### config.mk
export PLATFORM = sky130hd
export DESIGN_NAME = eeprom_ctrl_top
export DESIGN_NICKNAME = d
export VERILOG_FILES = /design/src/source/eeprom_pkg.sv /design/src/source/i2c_pkg.sv /design/src/source/eeprom_ctrl_top.sv /design/src/source/eeprom_seq.sv /design/src/source/i2c_phy.sv /design/src/source/i2c_phase_timer.sv
export SDC_FILE = /design/constraint.sdc
export NUM_CORES = 1
export LEC_CHECK = 0
export BUFFER_PORTS_ARGS = -buffer_cell sky130_fd_sc_hd__buf_2
export CAP_MARGIN = 20
export CORE_MARGIN = 4
export CORE_UTILIZATION = 30
export CTS_BUF_LIST = sky130_fd_sc_hd__clkbuf_16
export CTS_CLUSTER_DIAMETER = 60
export CTS_CLUSTER_SIZE = 25
export DETAILED_ROUTE_END_ITERATION = 16
export HOLD_SLACK_MARGIN = 0.08
export PLACE_DENSITY_LB_ADDON = 0.25
export SLEW_MARGIN = 20
export SYNTH_ARGS = -nofsm -noshare
export SYNTH_HDL_FRONTEND = slang
export SYNTH_SLANG_ARGS = --single-unit
### constraint.sdc
create_clock -name clk -period 8.8 [get_ports clk]
set_input_delay 0 -clock clk [delete_from_list [all_inputs] [get_ports clk]]
set_output_delay 0 -clock clk [all_outputs]
set_load 0.1 [all_outputs]
### src/source/eeprom_pkg.sv
`default_nettype none

package eeprom_pkg;

  localparam int ADDR_W = 11;
  localparam int DATA_W = 8;

  // 24C16 device type in the upper control nibble
  localparam logic [3:0] DEV_TYPE = 4'b1010;

  typedef logic [ADDR_W-1:0] addr_t;
  typedef logic [DATA_W-1:0] byte_t;

  typedef struct packed {
    logic  rnw;
    addr_t addr;
    byte_t wdata;
  } eeprom_req_t;

  typedef struct packed {
    byte_t rdata;
    logic  err; // some byte was nacked
  } eeprom_rsp_t;

endpackage

`default_nettype wire

### src/source/i2c_pkg.sv
`default_nettype none

package i2c_pkg;

  // clk cycles per scl quarter
  localparam int QUARTER_CYCLES = 2;
  localparam int QCNT_W = (QUARTER_CYCLES > 1) ? $clog2(QUARTER_CYCLES) : 1;

  // data bits per byte without the ack slot
  localparam int BYTE_BITS = 8;

  // quarters 0 and 1 scl low, 2 and 3 scl high
  typedef logic [1:0] phase_t;

  typedef enum logic [2:0] {
    op_start,
    op_restart,
    op_stop,
    op_write_byte,
    op_read_byte_ack,
    op_read_byte_nack
  } phy_op_t;

  typedef struct packed {
    phy_op_t    op;
    logic [7:0] tx;
  } phy_cmd_t;

  typedef struct packed {
    logic [7:0] rx;
    logic       slave_nack; // ack slot high after a written byte
  } phy_stat_t;

endpackage

`default_nettype wire
### src/source/eeprom_ctrl_top.sv
`timescale 1ns/1ps
`default_nettype none

module eeprom_ctrl_top (
  input  wire logic              clk,
  input  wire logic              arst_n,
  input  wire logic              wr,
  input  wire logic              rd,
  input  wire eeprom_pkg::addr_t addr,
  input  wire eeprom_pkg::byte_t wdata,
  output logic                   ack,
  output logic                   busy,
  output eeprom_pkg::byte_t      rdata,
  output logic                   err,
  output logic                   scl,
  output logic                   sda_oe,
  input  wire logic              sda_in
);
  import eeprom_pkg::*;
  import i2c_pkg::*;

  eeprom_req_t req;
  eeprom_rsp_t rsp;
  logic        req_go;
  logic        phy_go;
  phy_cmd_t    phy_cmd;
  logic        phy_done;
  phy_stat_t   phy_stat;
  logic        run;
  logic        tick;
  phase_t      phase;

  assign req_go = wr | rd;
  assign req    = '{rnw: ~wr, addr: addr, wdata: wdata}; // wr wins over rd
  assign rdata  = rsp.rdata;
  assign err    = rsp.err;

  eeprom_seq i_eeprom_seq (
    .clk      (clk),
    .arst_n   (arst_n),
    .req_go   (req_go),
    .req      (req),
    .busy     (busy),
    .ack      (ack),
    .rsp      (rsp),
    .phy_go   (phy_go),
    .phy_cmd  (phy_cmd),
    .phy_done (phy_done),
    .phy_stat (phy_stat)
  );

  i2c_phy i_i2c_phy (
    .clk      (clk),
    .arst_n   (arst_n),
    .phy_go   (phy_go),
    .phy_cmd  (phy_cmd),
    .phy_done (phy_done),
    .phy_stat (phy_stat),
    .tick     (tick),
    .phase    (phase),
    .run      (run),
    .scl      (scl),
    .sda_oe   (sda_oe),
    .sda_in   (sda_in)
  );

  i2c_phase_timer i_i2c_phase_timer (
    .clk    (clk),
    .arst_n (arst_n),
    .run    (run),
    .tick   (tick),
    .phase  (phase)
  );

endmodule

`default_nettype wire

### src/source/eeprom_seq.sv
`timescale 1ns/1ps
`default_nettype none

module eeprom_seq (
  input  wire logic                    clk,
  input  wire logic                    arst_n,
  input  wire logic                    req_go,
  input  wire eeprom_pkg::eeprom_req_t req,
  output logic                         busy,
  output logic                         ack,
  output eeprom_pkg::eeprom_rsp_t      rsp,
  output logic                         phy_go,
  output i2c_pkg::phy_cmd_t            phy_cmd,
  input  wire logic                    phy_done,
  input  wire i2c_pkg::phy_stat_t      phy_stat
);
  import eeprom_pkg::*;
  import i2c_pkg::*;

  typedef enum logic [10:0] {
    st_idle        = 11'b000_0000_0001,
    st_ready       = 11'b000_0000_0010,
    st_write_start = 11'b000_0000_0100,
    st_ctrl_write  = 11'b000_0000_1000,
    st_addr_write  = 11'b000_0001_0000,
    st_data_write  = 11'b000_0010_0000,
    st_read_start  = 11'b000_0100_0000,
    st_ctrl_read   = 11'b000_1000_0000,
    st_data_read   = 11'b001_0000_0000,
    st_stop        = 11'b010_0000_0000,
    st_ackn        = 11'b100_0000_0000
  } state_t;

  state_t      state;
  state_t      nxt;
  eeprom_req_t req_q;
  byte_t       rdata_q;
  logic        err_acc;
  logic        pend;
  logic        nack;
  logic        launch;

  assign nack   = phy_stat.slave_nack;
  assign busy   = (state != st_idle);
  assign ack    = (state == st_ackn);
  assign launch = (nxt != state) && !(nxt inside {st_idle, st_ready, st_ackn});

  always_comb begin
    nxt = state;
    case (state)
      st_idle:        if (req_go) nxt = st_ready;
      st_ready:       nxt = st_write_start;
      st_write_start: if (phy_done) nxt = st_ctrl_write;
      st_ctrl_write:  if (phy_done) nxt = nack ? st_stop : st_addr_write;
      st_addr_write: begin
        if (phy_done)
          nxt = nack ? st_stop : (req_q.rnw ? st_read_start : st_data_write);
      end
      st_data_write:  if (phy_done) nxt = st_stop;
      st_read_start:  if (phy_done) nxt = st_ctrl_read;
      st_ctrl_read:   if (phy_done) nxt = nack ? st_stop : st_data_read;
      st_data_read:   if (phy_done) nxt = st_stop;
      st_stop:        if (phy_done) nxt = st_ackn;
      default:        nxt = st_idle;
    endcase
  end

  // block select bits 10..8 ride in the control byte
  always_comb begin
    phy_cmd = '{op: op_stop, tx: '0};
    case (state)
      st_write_start: phy_cmd.op = op_start;
      st_ctrl_write: begin
        phy_cmd.op = op_write_byte;
        phy_cmd.tx = {DEV_TYPE, req_q.addr[ADDR_W-1:8], 1'b0};
      end
      st_addr_write: begin
        phy_cmd.op = op_write_byte;
        phy_cmd.tx = req_q.addr[7:0];
      end
      st_data_write: begin
        phy_cmd.op = op_write_byte;
        phy_cmd.tx = req_q.wdata;
      end
      st_read_start: phy_cmd.op = op_restart;
      st_ctrl_read: begin
        phy_cmd.op = op_write_byte;
        phy_cmd.tx = {DEV_TYPE, req_q.addr[ADDR_W-1:8], 1'b1};
      end
      st_data_read:   phy_cmd.op = op_read_byte_nack; // single byte read
      default:        phy_cmd.op = op_stop;
    endcase
  end

  always_ff @(posedge clk or negedge arst_n) begin
    if (!arst_n) begin
      state   <= st_idle;
      phy_go  <= 1'b0;
      pend    <= 1'b0;
      err_acc <= 1'b0;
      rdata_q <= '0;
      rsp     <= '0;
    end else begin
      state  <= nxt;
      phy_go <= launch;
      if (phy_go)
        pend <= 1'b1;
      else if (phy_done)
        pend <= 1'b0;
      if (state == st_ready)
        err_acc <= 1'b0;
      else if (phy_done)
        err_acc <= err_acc | nack;
      if (state == st_data_read && phy_done)
        rdata_q <= phy_stat.rx;
      if (state == st_stop && phy_done)
        rsp <= '{rdata: rdata_q, err: err_acc};
    end
  end

  always_ff @(posedge clk) begin
    if (state == st_idle && req_go)
      req_q <= req;
  end

  a_ack_idle_phy: assert property (@(posedge clk) disable iff (!arst_n)
    ack |-> !pend);

endmodule

`default_nettype wire

### src/source/i2c_phy.sv
`timescale 1ns/1ps
`default_nettype none

module i2c_phy (
  input  wire logic                clk,
  input  wire logic                arst_n,
  input  wire logic                phy_go,
  input  wire i2c_pkg::phy_cmd_t   phy_cmd,
  output logic                     phy_done,
  output i2c_pkg::phy_stat_t       phy_stat,
  input  wire logic                tick,
  input  wire i2c_pkg::phase_t     phase,
  output logic                     run,
  output logic                     scl,
  output logic                     sda_oe,
  input  wire logic                sda_in
);
  import i2c_pkg::*;

  phy_op_t    op_q;
  logic [7:0] shreg;
  logic [3:0] bitcnt;
  logic       nack_q;
  logic       is_cond;
  logic       last_bit;
  logic       reading;
  logic       finish;
  logic       sda_q0;

  assign is_cond  = (op_q == op_start) || (op_q == op_restart) || (op_q == op_stop);
  assign reading  = (op_q == op_read_byte_ack) || (op_q == op_read_byte_nack);
  assign last_bit = (bitcnt == 4'(BYTE_BITS)); // ack slot
  assign finish   = tick && (phase == 2'd3) && (is_cond || last_bit);

  assign phy_stat = '{rx: shreg, slave_nack: nack_q};

  // sda level set at the end of quarter 0 while scl is low
  always_comb begin
    case (op_q)
      op_start, op_restart: sda_q0 = 1'b0; // released before the start edge
      op_stop:              sda_q0 = 1'b1;
      op_write_byte:        sda_q0 = last_bit ? 1'b0 : ~shreg[7];
      op_read_byte_ack:     sda_q0 = last_bit;
      default:              sda_q0 = 1'b0;
    endcase
  end

  always_ff @(posedge clk or negedge arst_n) begin
    if (!arst_n) begin
      op_q     <= op_stop;
      run      <= 1'b0;
      scl      <= 1'b1;
      sda_oe   <= 1'b0;
      bitcnt   <= '0;
      nack_q   <= 1'b0;
      phy_done <= 1'b0;
    end else begin
      phy_done <= finish;
      if (phy_go) begin
        op_q   <= phy_cmd.op;
        run    <= 1'b1;
        bitcnt <= '0;
        nack_q <= 1'b0;
      end else if (tick) begin
        case (phase)
          2'd0: sda_oe <= sda_q0;
          2'd1: scl <= 1'b1;
          2'd2: begin
            if (is_cond)
              sda_oe <= (op_q != op_stop); // start or stop edge under high scl
            if (op_q == op_write_byte && last_bit)
              nack_q <= sda_in;
          end
          default: begin
            if (op_q != op_stop)
              scl <= 1'b0; // stop leaves the bus idle
            bitcnt <= bitcnt + 4'd1;
            if (finish)
              run <= 1'b0;
          end
        endcase
      end
    end
  end

  always_ff @(posedge clk) begin
    if (phy_go)
      shreg <= phy_cmd.tx;
    else if (tick && op_q == op_write_byte && phase == 2'd3 && !last_bit)
      shreg <= {shreg[6:0], 1'b0};
    else if (tick && reading && phase == 2'd2 && !last_bit)
      shreg <= {shreg[6:0], sda_in}; // msb first
  end

  // data bits only move while scl is low
  a_sda_scl_high: assert property (@(posedge clk) disable iff (!arst_n)
    (scl && $past(scl) && $changed(sda_oe)) |-> is_cond);

  a_one_op: assert property (@(posedge clk) disable iff (!arst_n)
    phy_go |-> !run);

endmodule

`default_nettype wire

### src/source/i2c_phase_timer.sv
`timescale 1ns/1ps
`default_nettype none

module i2c_phase_timer (
  input  wire logic       clk,
  input  wire logic       arst_n,
  input  wire logic       run,
  output logic            tick,
  output i2c_pkg::phase_t phase
);
  import i2c_pkg::*;

  logic [QCNT_W-1:0] qcnt;

  assign tick = run && (qcnt == QCNT_W'(QUARTER_CYCLES - 1)); // last cycle of quarter

  always_ff @(posedge clk or negedge arst_n) begin
    if (!arst_n) begin
      qcnt  <= '0;
      phase <= '0;
    end else if (!run) begin
      qcnt  <= '0; // next op starts in phase 0
      phase <= '0;
    end else if (tick) begin
      qcnt  <= '0;
      phase <= phase + 2'd1;
    end else begin
      qcnt <= qcnt + 1'b1;
    end
  end

  // also catches run dropping in mid period
  a_phase_on_tick: assert property (@(posedge clk) disable iff (!arst_n)
    $changed(phase) |-> $past(tick));

endmodule

`default_nettype wire

==> flow_metrics.tcl, run 1 <==
set metrics [dict create \
    wirelength_um 6900 \
    numCtsBuffers 9 \
    track_usage_pct 11.7 \
    wl_met1_um 3240 \
    core-area_um2 10900 \
    fp.dieW_um 114 \
    cpPeakStageDelay_ns 0.52 \
    hold_viol 0 \
    synth-edff-count 28 \
    power.total_mw 1.17 \
    outcome "finished, final reports clean" \
    synth-seq-cells 73 \
    worstMarginPinSlew_ns 0.966 \
    antenna-diode-count 0 \
    r2r-end "i_eeprom_seq.req_q[15]$_DFFE_PP_" \
    place_hpwl_um 4740 \
    nNetsFinal 361 \
    synth.top_cell.area_share_pct 31.2 \
    grt_overflow_total 0 \
    crit_arrival_ns 2.47 \
    post_cts_resized 0 \
    synth_cell_types 58 \
    h-tree-depth 3 \
    period_needed_ns 2.47 \
    total_leakage_power_nw 1.79 \
    num-fill-cells 1066 \
    crit_slowest_cell "nor4_1" \
    cts_root_buffer "clkbuf_16" \
    top_layer "met4" \
    area_growth_pct 25.1 \
    cts_setup_buffers 0 \
    max_slew_margin_pct 35.6 \
    synth_top_area_cell "dfrtp_1" \
    syn_area_um2 3370 \
    r2r_start "i_eeprom_seq.state[4]$_DFF_PN0_" \
    via_count 2278 \
    wl_met3_um 246 \
    yosys_warnings 0 \
    synth-async-reset-ratio_pct 61.6 \
    place.gp.congestion 0.787 \
    die_height_um 114 \
    grt_start_max_net_pins 46 \
    rows 38 \
    endpoint_kind "output pin" \
    final_common_cell "dfrtp_1" \
    drtAntennaViolNets 0 \
    tns_ns 0 \
    netlist_instances 266 \
    synth_ff_type "dfrtp_1" \
    cts_tree "built" \
    drtIter0Drc 94 \
    finalSetupViolations 0 \
    power.density_nw_per_um2 277 \
    fin_skew_ns 0.00917 \
    drive_gt1_share_pct 27.5 \
    mostFrequentLayoutCells "42 x dfrtp_1, 36 x buf_2, 28 x edfxtp_1" \
    cp_max_fo 8 \
    stdcell_count 475 \
    clock_sinks 73 \
    syn_avg_cell_area_um2 12.7 \
    grt_pass1_wl_um 12000 \
    yosysSeqAreaShare_pct 58.5 \
    start_util_pct 30.8 \
    critical_path_required_ns 8.80 \
    io_buffers 36 \
    finalCritPeriodShare_pct 28.1 \
    ir_worst_vdd_mv 0.147 \
    ios 37 \
    rr_worst_depth 5 \
    clock_path_buffers 2 \
    worst_skew_pair.late_latency_ns 0.33 \
    post-route-drc-count 0 \
    dp_cells 436 \
    die_area_um2 13000 \
    worstHoldPathType "in -> async" \
    antenna_found_initial 0 \
    vias_per_cell 4.80 \
    path_class "reg -> out" \
    dr.pass1.iters 4 \
    rsz0062_at_grt "false" \
    start_kind "flip-flop" \
    maxSlewViolCount 0 \
    grt_pass1_vias 2270 \
    path_cells "nor4_1 -> nand2_1 -> nor4b_1 -> buf_2" \
    max_cap_viol_count 0 \
    path_clk_slew_ns 0.06 \
    syn_nets 297 \
    drt-wirelength-per-cell_um 14.5 \
    r2r_slack_ns 6.39 \
    clock.fmax_ghz 0.404 \
    synth_area_leaders "dfrtp_1 31%, edfxtp_1 25%, mux2_4 3.6%, mux2_2 3.3%, ha_1 2.6%" \
    met2_length_um 3340 \
]
==> kinds of logic after synthesis <==
kind of cell	count (synthesis)	share of synthesized area [%]
AOI/OAI and AO/OA	50	10.8
xor gates and xnor gates	5	1.30
adders and majority gates	7	2.60
buffers and inverters	22	2.82
DFF	73	58.5
muxes	21	7.80
and+or+nand+nor	88	16.1
==> through the flow <==
step                      util (%)  worst slack, ns  instance area [um2]  hold slack, ns
after floorplan                  -             4.54                 3370          -0.296
after global placement        33.9             6.44                 3700           0.130
after detailed placement      33.9             6.45                 3700           0.134
after CTS                     38.5             6.30                 4210           0.320
after global routing          38.5             6.11                 4210           0.360
final                         38.5             6.33                 4210           0.293
==> worst max-delay path, delay by kind of cell, from the launching register on <==
kind	cells	cell delay (ns)
simple gates	3	1.18
flops	1	0.47
buf+inv	1	0.49
==> worst max-delay path by stage <==
stage / endpoint / startpoint
CTS: ack / i_eeprom_seq.state[1]$_DFF_PN0_
floorplan: ack / i_eeprom_seq.state[1]$_DFF_PN0_
finish: ack / i_eeprom_seq.state[1]$_DFF_PN0_
global route: ack / i_eeprom_seq.state[1]$_DFF_PN0_
detailed placement: i_eeprom_seq.req_q[14]$_DFFE_PP_ / i_eeprom_seq.state[9]$_DFF_PN0_
global placement: i_eeprom_seq.req_q[14]$_DFFE_PP_ / i_eeprom_seq.state[9]$_DFF_PN0_
==> Yosys cell counts, drive strengths merged (4+ instances only) <==
cell type,number
edfxtp,28
nor4,7
nor3,5
a21oi,12
nor4b,6
nor2,24
clkbuf,7
nand3,8
dfrtp,42
o21ai,9
nand2,17
a22oi,4
mux2,18
inv,12
ha,7
==> where the power goes <==
group          total (mW)  switching, mW  internal [mW]
Combinational       0.298          0.189          0.110
Clock               0.339          0.146          0.193
Sequential          0.529         0.0770          0.451
==> cell type report <==
type | count | area (um2) | area share [%]
clock buffer | 9 | 225 | 5.34
sequential | 73 | 1970 | 46.8
clock inverter | 7 | 55.1 | 1.31
timing repair buffer | 63 | 440 | 10.5
tap | 140 | 175 | 4.16
inverter | 12 | 45.0 | 1.07
multi-input combinational | 171 | 1300 | 30.9
==> registers in the layout, summed over array words and instances (netlist names) <==
| signal | flops |
|---|---|
| i_eeprom_seq.state | 11 |
| i_i2c_phy.scl | 1 |
| i_i2c_phy.nack_q | 1 |
| i_eeprom_seq.phy_go | 1 |
| i_eeprom_seq.rsp | 9 |
| i_eeprom_seq.rdata_q | 8 |
| i_i2c_phase_timer.qcnt | 1 |
| i_i2c_phy.phy_done | 1 |
| i_i2c_phy.run | 1 |
| i_eeprom_seq.req_q | 20 |
| i_i2c_phy.sda_oe | 1 |
| i_i2c_phy.shreg | 8 |
| i_i2c_phy.bitcnt | 4 |
| i_i2c_phy.op_q | 3 |
| i_i2c_phase_timer.phase | 2 |
| i_eeprom_seq.err_acc | 1 |
==> routing by layer <==
| layer | vias up | global-route usage [%] |
|---|---|---|
| met5 | - | 0 |
| met1 | 1120 | 15.4 |
| met2 | 37 | 18.5 |
| li1 | 1117 | - |
| met3 | 4 | 3.45 |
| met4 | 0 | 3.80 |
==> what timing repair did <==
item / in CTS / in global routing
endpoints found under the hold margin: 65 / 0
endpoints found under the setup margin: 0 / 0
hold buffers: 23 / 0
Power figures use the tool's default switching activity.
==> run 2: changes to the inputs <==
==> constraint.sdc (replaced) <==
create_clock -name clk -period 2.09 [get_ports clk]
set_input_delay 0 -clock clk [delete_from_list [all_inputs] [get_ports clk]]
set_output_delay 0 -clock clk [all_outputs]
set_load 0.1 [all_outputs]
==> run 2 against run 1 <==
Effect of this change:
- wire length increased by 6.7%
- clock power increased to 4.0 times the previous value
- sequential cell count unchanged
- core utilization increased by 3.4 points
- combinational power increased to 5.8 times the previous value
- sequential power increased to 4.0 times the previous value
- clock skew decreased by 0.0018 ns
- first-iteration DRC count decreased by 26%
- die area unchanged
- design area increased by 8.8%
- final cell count increased by 7.4%
- via count increased by 5.2%
- critical endpoint is now i_eeprom_seq.state[9]$_DFF_PN0_
- highest routed layer unchanged
==> flow_metrics.tcl, run 2 (synthesis gave the netlist of run 1 again) <==
set metrics [dict create \
    outcome "finished, final reports clean" \
    max_cap_viol_count 0 \
    total_leakage_power_nw 2.03 \
    nNetsFinal 396 \
    top_layer "met4" \
    grt_pass1_vias 2483 \
    post-route-drc-count 0 \
    p_seq_share_pct 41.1 \
    antenna_found_initial 0 \
    place.gp.congestion 0.809 \
    maxSlewViolCount 0 \
    rows 38 \
    stdcell_area_um2 4580 \
    area_growth_pct 36.1 \
    track_usage_pct 12.3 \
    drtIter0Drc 70 \
    p_sw_mw 1.79 \
    placedInstanceArea_um2 3990 \
    start_kind "flip-flop" \
    die_area_um2 13000 \
    dr.pass1.iters 4 \
    whs_ns 0.227 \
    cts_tree "built" \
    top_register "i_eeprom_seq.req_q" \
    met2_length_um 3600 \
    rsz0062_at_grt "true" \
    max_slew_margin_pct 57.8 \
    power.density_nw_per_um2 1140 \
    die_height_um 114 \
    critical_path_required_ns 2.33 \
    largest_registers "i_eeprom_seq.req_q (20), i_eeprom_seq.state (11), i_eeprom_seq.rsp (9)" \
    crit_slowest_cell "or4_4" \
    numCtsBuffers 9 \
    path_class "reg -> reg" \
    largest_reg_flops 20 \
    path_clk_slew_ns 0.05 \
    finalCritPeriodShare_pct 97.5 \
    grt_start_max_net_pins 24 \
    p_int_mw 3.42 \
    wirelength_um 7360 \
    wl_met1_um 3370 \
    crit_arrival_ns 2.28 \
    start_util_pct 30.8 \
    r2r_start "i_eeprom_seq.state[2]$_DFF_PN0_" \
    drive_gt1_share_pct 36.2 \
    ir_worst_vdd_mv 0.571 \
    cp_max_fo 5 \
    final_common_cell "dfrtp_1" \
    ios 37 \
    h-tree-depth 3 \
    power_frac_comb_pct 32.9 \
    via_count 2396 \
    wl_met3_um 243 \
    endpoint_kind "flip-flop" \
    io_buffers 36 \
    finalSetupViolations 0 \
    drt-wirelength-per-cell_um 14.4 \
    worstHoldPathType "in -> async" \
    worstMarginPinSlew_ns 0.630 \
    fp.dieW_um 114 \
    grt_pass1_wl_um 12600 \
    clkPwrFrac_pct 26.0 \
    cts_root_buffer "clkbuf_16" \
    cpPeakStageDelay_ns 0.55 \
    grt_overflow_total 0 \
    mostFrequentLayoutCells "41 x dfrtp_1, 38 x buf_4, 34 x buf_2" \
    cp-startpoint "i_eeprom_seq.state[2]$_DFF_PN0_" \
    worst_skew_pair.late_latency_ns 0.33 \
    fin_skew_ns 0.00735 \
    switching_share_pct 34.4 \
    path_cells "or4_4 -> or3_4 -> o211ai_1 -> a2111oi_0 -> buf_4 -> nor3_1" \
    core-area_um2 10900 \
    clock_sinks 73 \
    vias_per_cell 4.70 \
    drtAntennaViolNets 0 \
    clock.fmax_ghz 0.491 \
    hold_viol 0 \
    clock_path_buffers 2 \
    antenna-diode-count 0 \
    period_needed_ns 2.04 \
    place_hpwl_um 5190 \
]
[run 2: cell count changes in the layout (fill, tap and decap cells not counted), moves of 2 or more]
cell / delta
buf_4: +34
buf_12: +3
buf_2: -2
clkinvlp_4: -2
nor4_4: +2
[run 2: critical path: cells and delay by family (launching register included)]
| kind | cells | cell delay [ns] |
|---|---|---|
| AO/OA/AOI/OAI | 2 | 0.29 |
| buffers and inverters | 1 | 0.16 |
| flip-flops | 1 | 0.44 |
| AND/OR/NAND/NOR | 3 | 1.07 |
[run 2: metal layers]
| metal | vias to the layer above | track usage (%) |
|---|---|---|
| met4 | 0 | 5.94 |
| met3 | 7 | 2.76 |
| met1 | 1154 | 16.0 |
| met2 | 44 | 19.6 |
| met5 | - | 0 |
| li1 | 1191 | - |
[run 2: power groups by stage]
stage | Combinational, mW | Clock (mW) | Sequential, mW
floorplan | 1.03 | 0 | 2.19
global placement | 1.60 | 0 | 2.15
detailed placement | 1.61 | 0 | 2.15
CTS | 1.66 | 1.40 | 2.13
global route | 1.89 | 1.47 | 2.18
finish | 1.72 | 1.35 | 2.14
[run 2: worst paths after layout]
path                                                    endpoint  slack [ns]  depth (start not counted)
worst max-delay path             i_eeprom_seq.state[9]$_DFF_PN0_        0.05                          6
worst min-delay path             i_eeprom_seq.rsp[0]$_DFFE_PN0P_        0.23                          2
worst max register to register   i_eeprom_seq.state[9]$_DFF_PN0_        0.05                          6
worst min register to register  i_eeprom_seq.err_acc$_DFFE_PN0P_        0.49                          2
max in group asynchronous          i_i2c_phy.op_q[1]$_DFFE_PN1P_        1.26                          3
min in group clk                 i_eeprom_seq.req_q[7]$_DFFE_PP_        0.37                          2
[run 2: final cells by class]
cell class | count | area [um2]
Clock buffer | 9 | 225
Fill cell | 1029 | 6350
Timing Repair Buffer | 98 | 746
Multi-Input combinational cell | 171 | 1380
Clock inverter | 7 | 38.8
Tap cell | 140 | 175
Inverter | 12 | 45.0
Sequential cell | 73 | 1970
[run 2: what timing repair did]
item                                    in CTS  in global routing
resized for setup                            1                  9
hold endpoints to repair                    45                  0
endpoints found under the setup margin       8                 50
pin swaps                                    0                  5
hold buffers                                23                  0
setup buffers                                0                  6
[run 2: per-stage QoR]
stage          power (mW)  worst slack (ns)  utilization (%)  cells  setup TNS (ns)
3_5_place_dp         3.77           -0.0585             36.5    465          -0.353
3_3_place_gp         3.76          -0.00207             36.5    465        -0.00534
4_1_cts              5.19           0.00190             41.1    504               0
5_1_grt              5.54           -0.0135             41.9    510         -0.0160
6_report             5.21            0.0520             41.9    510               0
2_1_floorplan        3.21             -1.07                -    266          -22.53
==> run 3: changes to the inputs <==
--- a/config.mk
+++ b/config.mk
@@ -13,6 +13,7 @@
 export CTS_CLUSTER_DIAMETER = 60
 export CTS_CLUSTER_SIZE = 25
 export DETAILED_ROUTE_END_ITERATION = 16
+export GPL_TIMING_DRIVEN = 0
 export HOLD_SLACK_MARGIN = 0.08
 export PLACE_DENSITY_LB_ADDON = 0.25
 export SLEW_MARGIN = 20
==> run 3 against run 2 <==
Effect of this change:
- the flow now finishes with violations (setup timing)
- first-iteration DRC count up 86%
- core utilization up 0.33 points
- design area up 0.79%
- non-clock buffer count down 5
- wire length up 4.0%
- final cell count down 0.78%
- worst hold slack better by 0.012 ns
- global-route usage up 0.20 points
- sequential share of layout area down 0.26 points
- sequential power down 2%
- critical path depth up 1
- clock-buffer cell count unchanged
- critical path type unchanged
- critical endpoint is now i_eeprom_seq.req_q[16]$_DFFE_PP_
- largest cell class unchanged
==> flow_metrics.tcl, run 3 (synthesis gave the netlist of run 1 again) <==
set metrics [dict create \
    clkPwrFrac_pct 28.0 \
    vias_per_cell 4.71 \
    grt_start_max_net_pins 46 \
    endpoint_kind "flip-flop" \
    worstHoldPathType "in -> async" \
    hold_viol 0 \
    regArea_um2 1980 \
    crit_slowest_cell "or3_4" \
    start_util_pct 30.8 \
    p_int_mw 3.55 \
    max_cap_viol_count 0 \
    p_sw_mw 1.89 \
    path_cells "buf_8 -> or3_4 -> nor4b_4 -> nand3b_1 -> buf_6 -> nor2_4 -> buf_12" \
    die_area_um2 13000 \
    largest_registers "i_eeprom_seq.req_q (20), i_eeprom_seq.state (11), i_eeprom_seq.rsp (9)" \
    h-tree-depth 3 \
    dr.pass1.iters 4 \
    p_seq_share_pct 38.5 \
    drtIter0Drc 130 \
    switching_share_pct 34.7 \
    mostFrequentLayoutCells "38 x dfrtp_1, 34 x buf_2, 28 x edfxtp_1" \
    rr_worst_depth 7 \
    nNetsFinal 392 \
    r2r-end "i_eeprom_seq.req_q[16]$_DFFE_PP_" \
    period_needed_ns 2.10 \
    worst_skew_pair.late_latency_ns 0.33 \
    pre_cts_ws_ns -0.330 \
    path_clk_slew_ns 0.06 \
    dp_cells 442 \
    stdcell_count 506 \
    antenna-diode-count 0 \
    path_class "reg -> reg" \
    grt_pass1_wl_um 12600 \
    cts_root_buffer "clkbuf_16" \
    place.gp.congestion 0.779 \
    crit_end "i_eeprom_seq.req_q[16]$_DFFE_PP_" \
    place_hpwl_um 4780 \
    fin_util_pct 42.3 \
    fin_skew_ns 0.00532 \
    clock.fmax_ghz 0.477 \
    die_height_um 114 \
    wirelength_um 7650 \
    path_depth 7 \
    crit_family "simple AND/OR/NAND/NOR gates" \
    num-fill-cells 1042 \
    crit_arrival_ns 2.14 \
    power_frac_comb_pct 33.5 \
    cp_max_fo 10 \
    r2r_start "i_eeprom_seq.state[9]$_DFF_PN0_" \
    ir_worst_vdd_mv 0.522 \
    grt_overflow_total 0 \
    drt-wirelength-per-cell_um 15.1 \
    cp-startpoint "i_eeprom_seq.state[9]$_DFF_PN0_" \
    fin_ws_ns -0.00691 \
    worstMarginPinSlew_ns 0.619 \
    power.density_nw_per_um2 1180 \
    max_slew_margin_pct 58.6 \
    largest_reg_flops 20 \
    multiInputGateArea_um2 1430 \
    cts_tree "built" \
    area_growth_pct 37.2 \
    track_usage_pct 12.5 \
    clock_sinks 73 \
    critPathBufInv 3 \
    cpPeakStageDelay_ns 0.42 \
    core-area_um2 10900 \
    total_leakage_power_nw 2.00 \
    fp.dieW_um 114 \
    finalSetupViolations 16 \
    io_buffers 36 \
    post-route-drc-count 0 \
    r2r_slack_ns -0.007 \
    rsz0062_at_grt "true" \
    stdcell_area_um2 4620 \
    drive_gt1_share_pct 36.3 \
    via_count 2383 \
    violations "setup timing" \
    outcome "finished, violations left" \
    start_kind "flip-flop" \
    top_register "i_eeprom_seq.req_q" \
    clock_path_buffers 2 \
    rows 38 \
    placedInstanceArea_um2 3760 \
    grt_pass1_vias 2400 \
    critical_path_required_ns 2.14 \
    final_common_cell "dfrtp_1" \
    numCtsBuffers 9 \
    antenna_found_initial 0 \
    maxSlewViolCount 0 \
    finalCritPeriodShare_pct 100 \
    ios 37 \
    drtAntennaViolNets 0 \
]
run 3: how the worst min path moves through the flow:
stage                                       end      from  slack (ns)
3_5_place_dp   i_eeprom_seq.req_q[17]$_DFFE_PP_   addr[9]        0.18
2_1_floorplan  i_eeprom_seq.err_acc$_DFFE_PN0P_    arst_n       -0.30
4_1_cts        i_eeprom_seq.req_q[12]$_DFFE_PP_   addr[4]        0.36
3_3_place_gp    i_eeprom_seq.req_q[3]$_DFFE_PP_  wdata[3]        0.18
5_1_grt            i_i2c_phy.sda_oe$_DFFE_PN0P_    arst_n        0.30
6_report        i_eeprom_seq.rsp[0]$_DFFE_PN0P_    arst_n        0.24
run 3: metrics by stage:
step                hold WS [ns]  TNS [ns]  power, mW
detailed placement         0.178    -11.62       3.56
finish                     0.239   -0.0826       5.43
global placement           0.177    -11.92       3.53
CTS                        0.359   -0.0486       5.37
floorplan                 -0.296    -22.53       3.21
global route               0.300     -1.46       5.74
run 3: routing by layer:
| layer | up-vias | GRT usage, % | part of all wire (%) |
|---|---|---|---|
| li1 | 1182 | - | - |
| met1 | 1155 | 16.3 | 46 |
| met2 | 36 | 20.6 | 50 |
| met3 | 10 | 1.64 | 2.0 |
| met4 | 0 | 6.18 | 2.0 |
| met5 | - | 0 | 0 |
run 3: timing repair:
action                                 in CTS  in global routing
setup endpoints to repair                  63                 49
endpoints found under the hold margin      65                  0
gates cloned                                1                  0
resized for setup                          15                 14
setup buffers                              10                 14
pin swaps                                   8                  5
hold buffers                               23                  0
run 3: power by group through the flow:
| stage | logic [mW] | clock network, mW | registers, mW |
|---|---|---|---|
| global placement | 1.42 | 0 | 2.11 |
| finish | 1.82 | 1.52 | 2.09 |
| global route | 1.99 | 1.61 | 2.14 |
| detailed placement | 1.44 | 0 | 2.12 |
| floorplan | 1.03 | 0 | 2.19 |
| CTS | 1.72 | 1.56 | 2.09 |
run 3: final cells by class:
cell class,count,area share [%]
sequential,73,42.8
multi-input combinational,172,31.0
timing repair buffer,83,13.7
clock buffer,9,4.87
tap,140,3.79
clock inverter,7,1.49
buffer,10,1.41
inverter,12,0.975
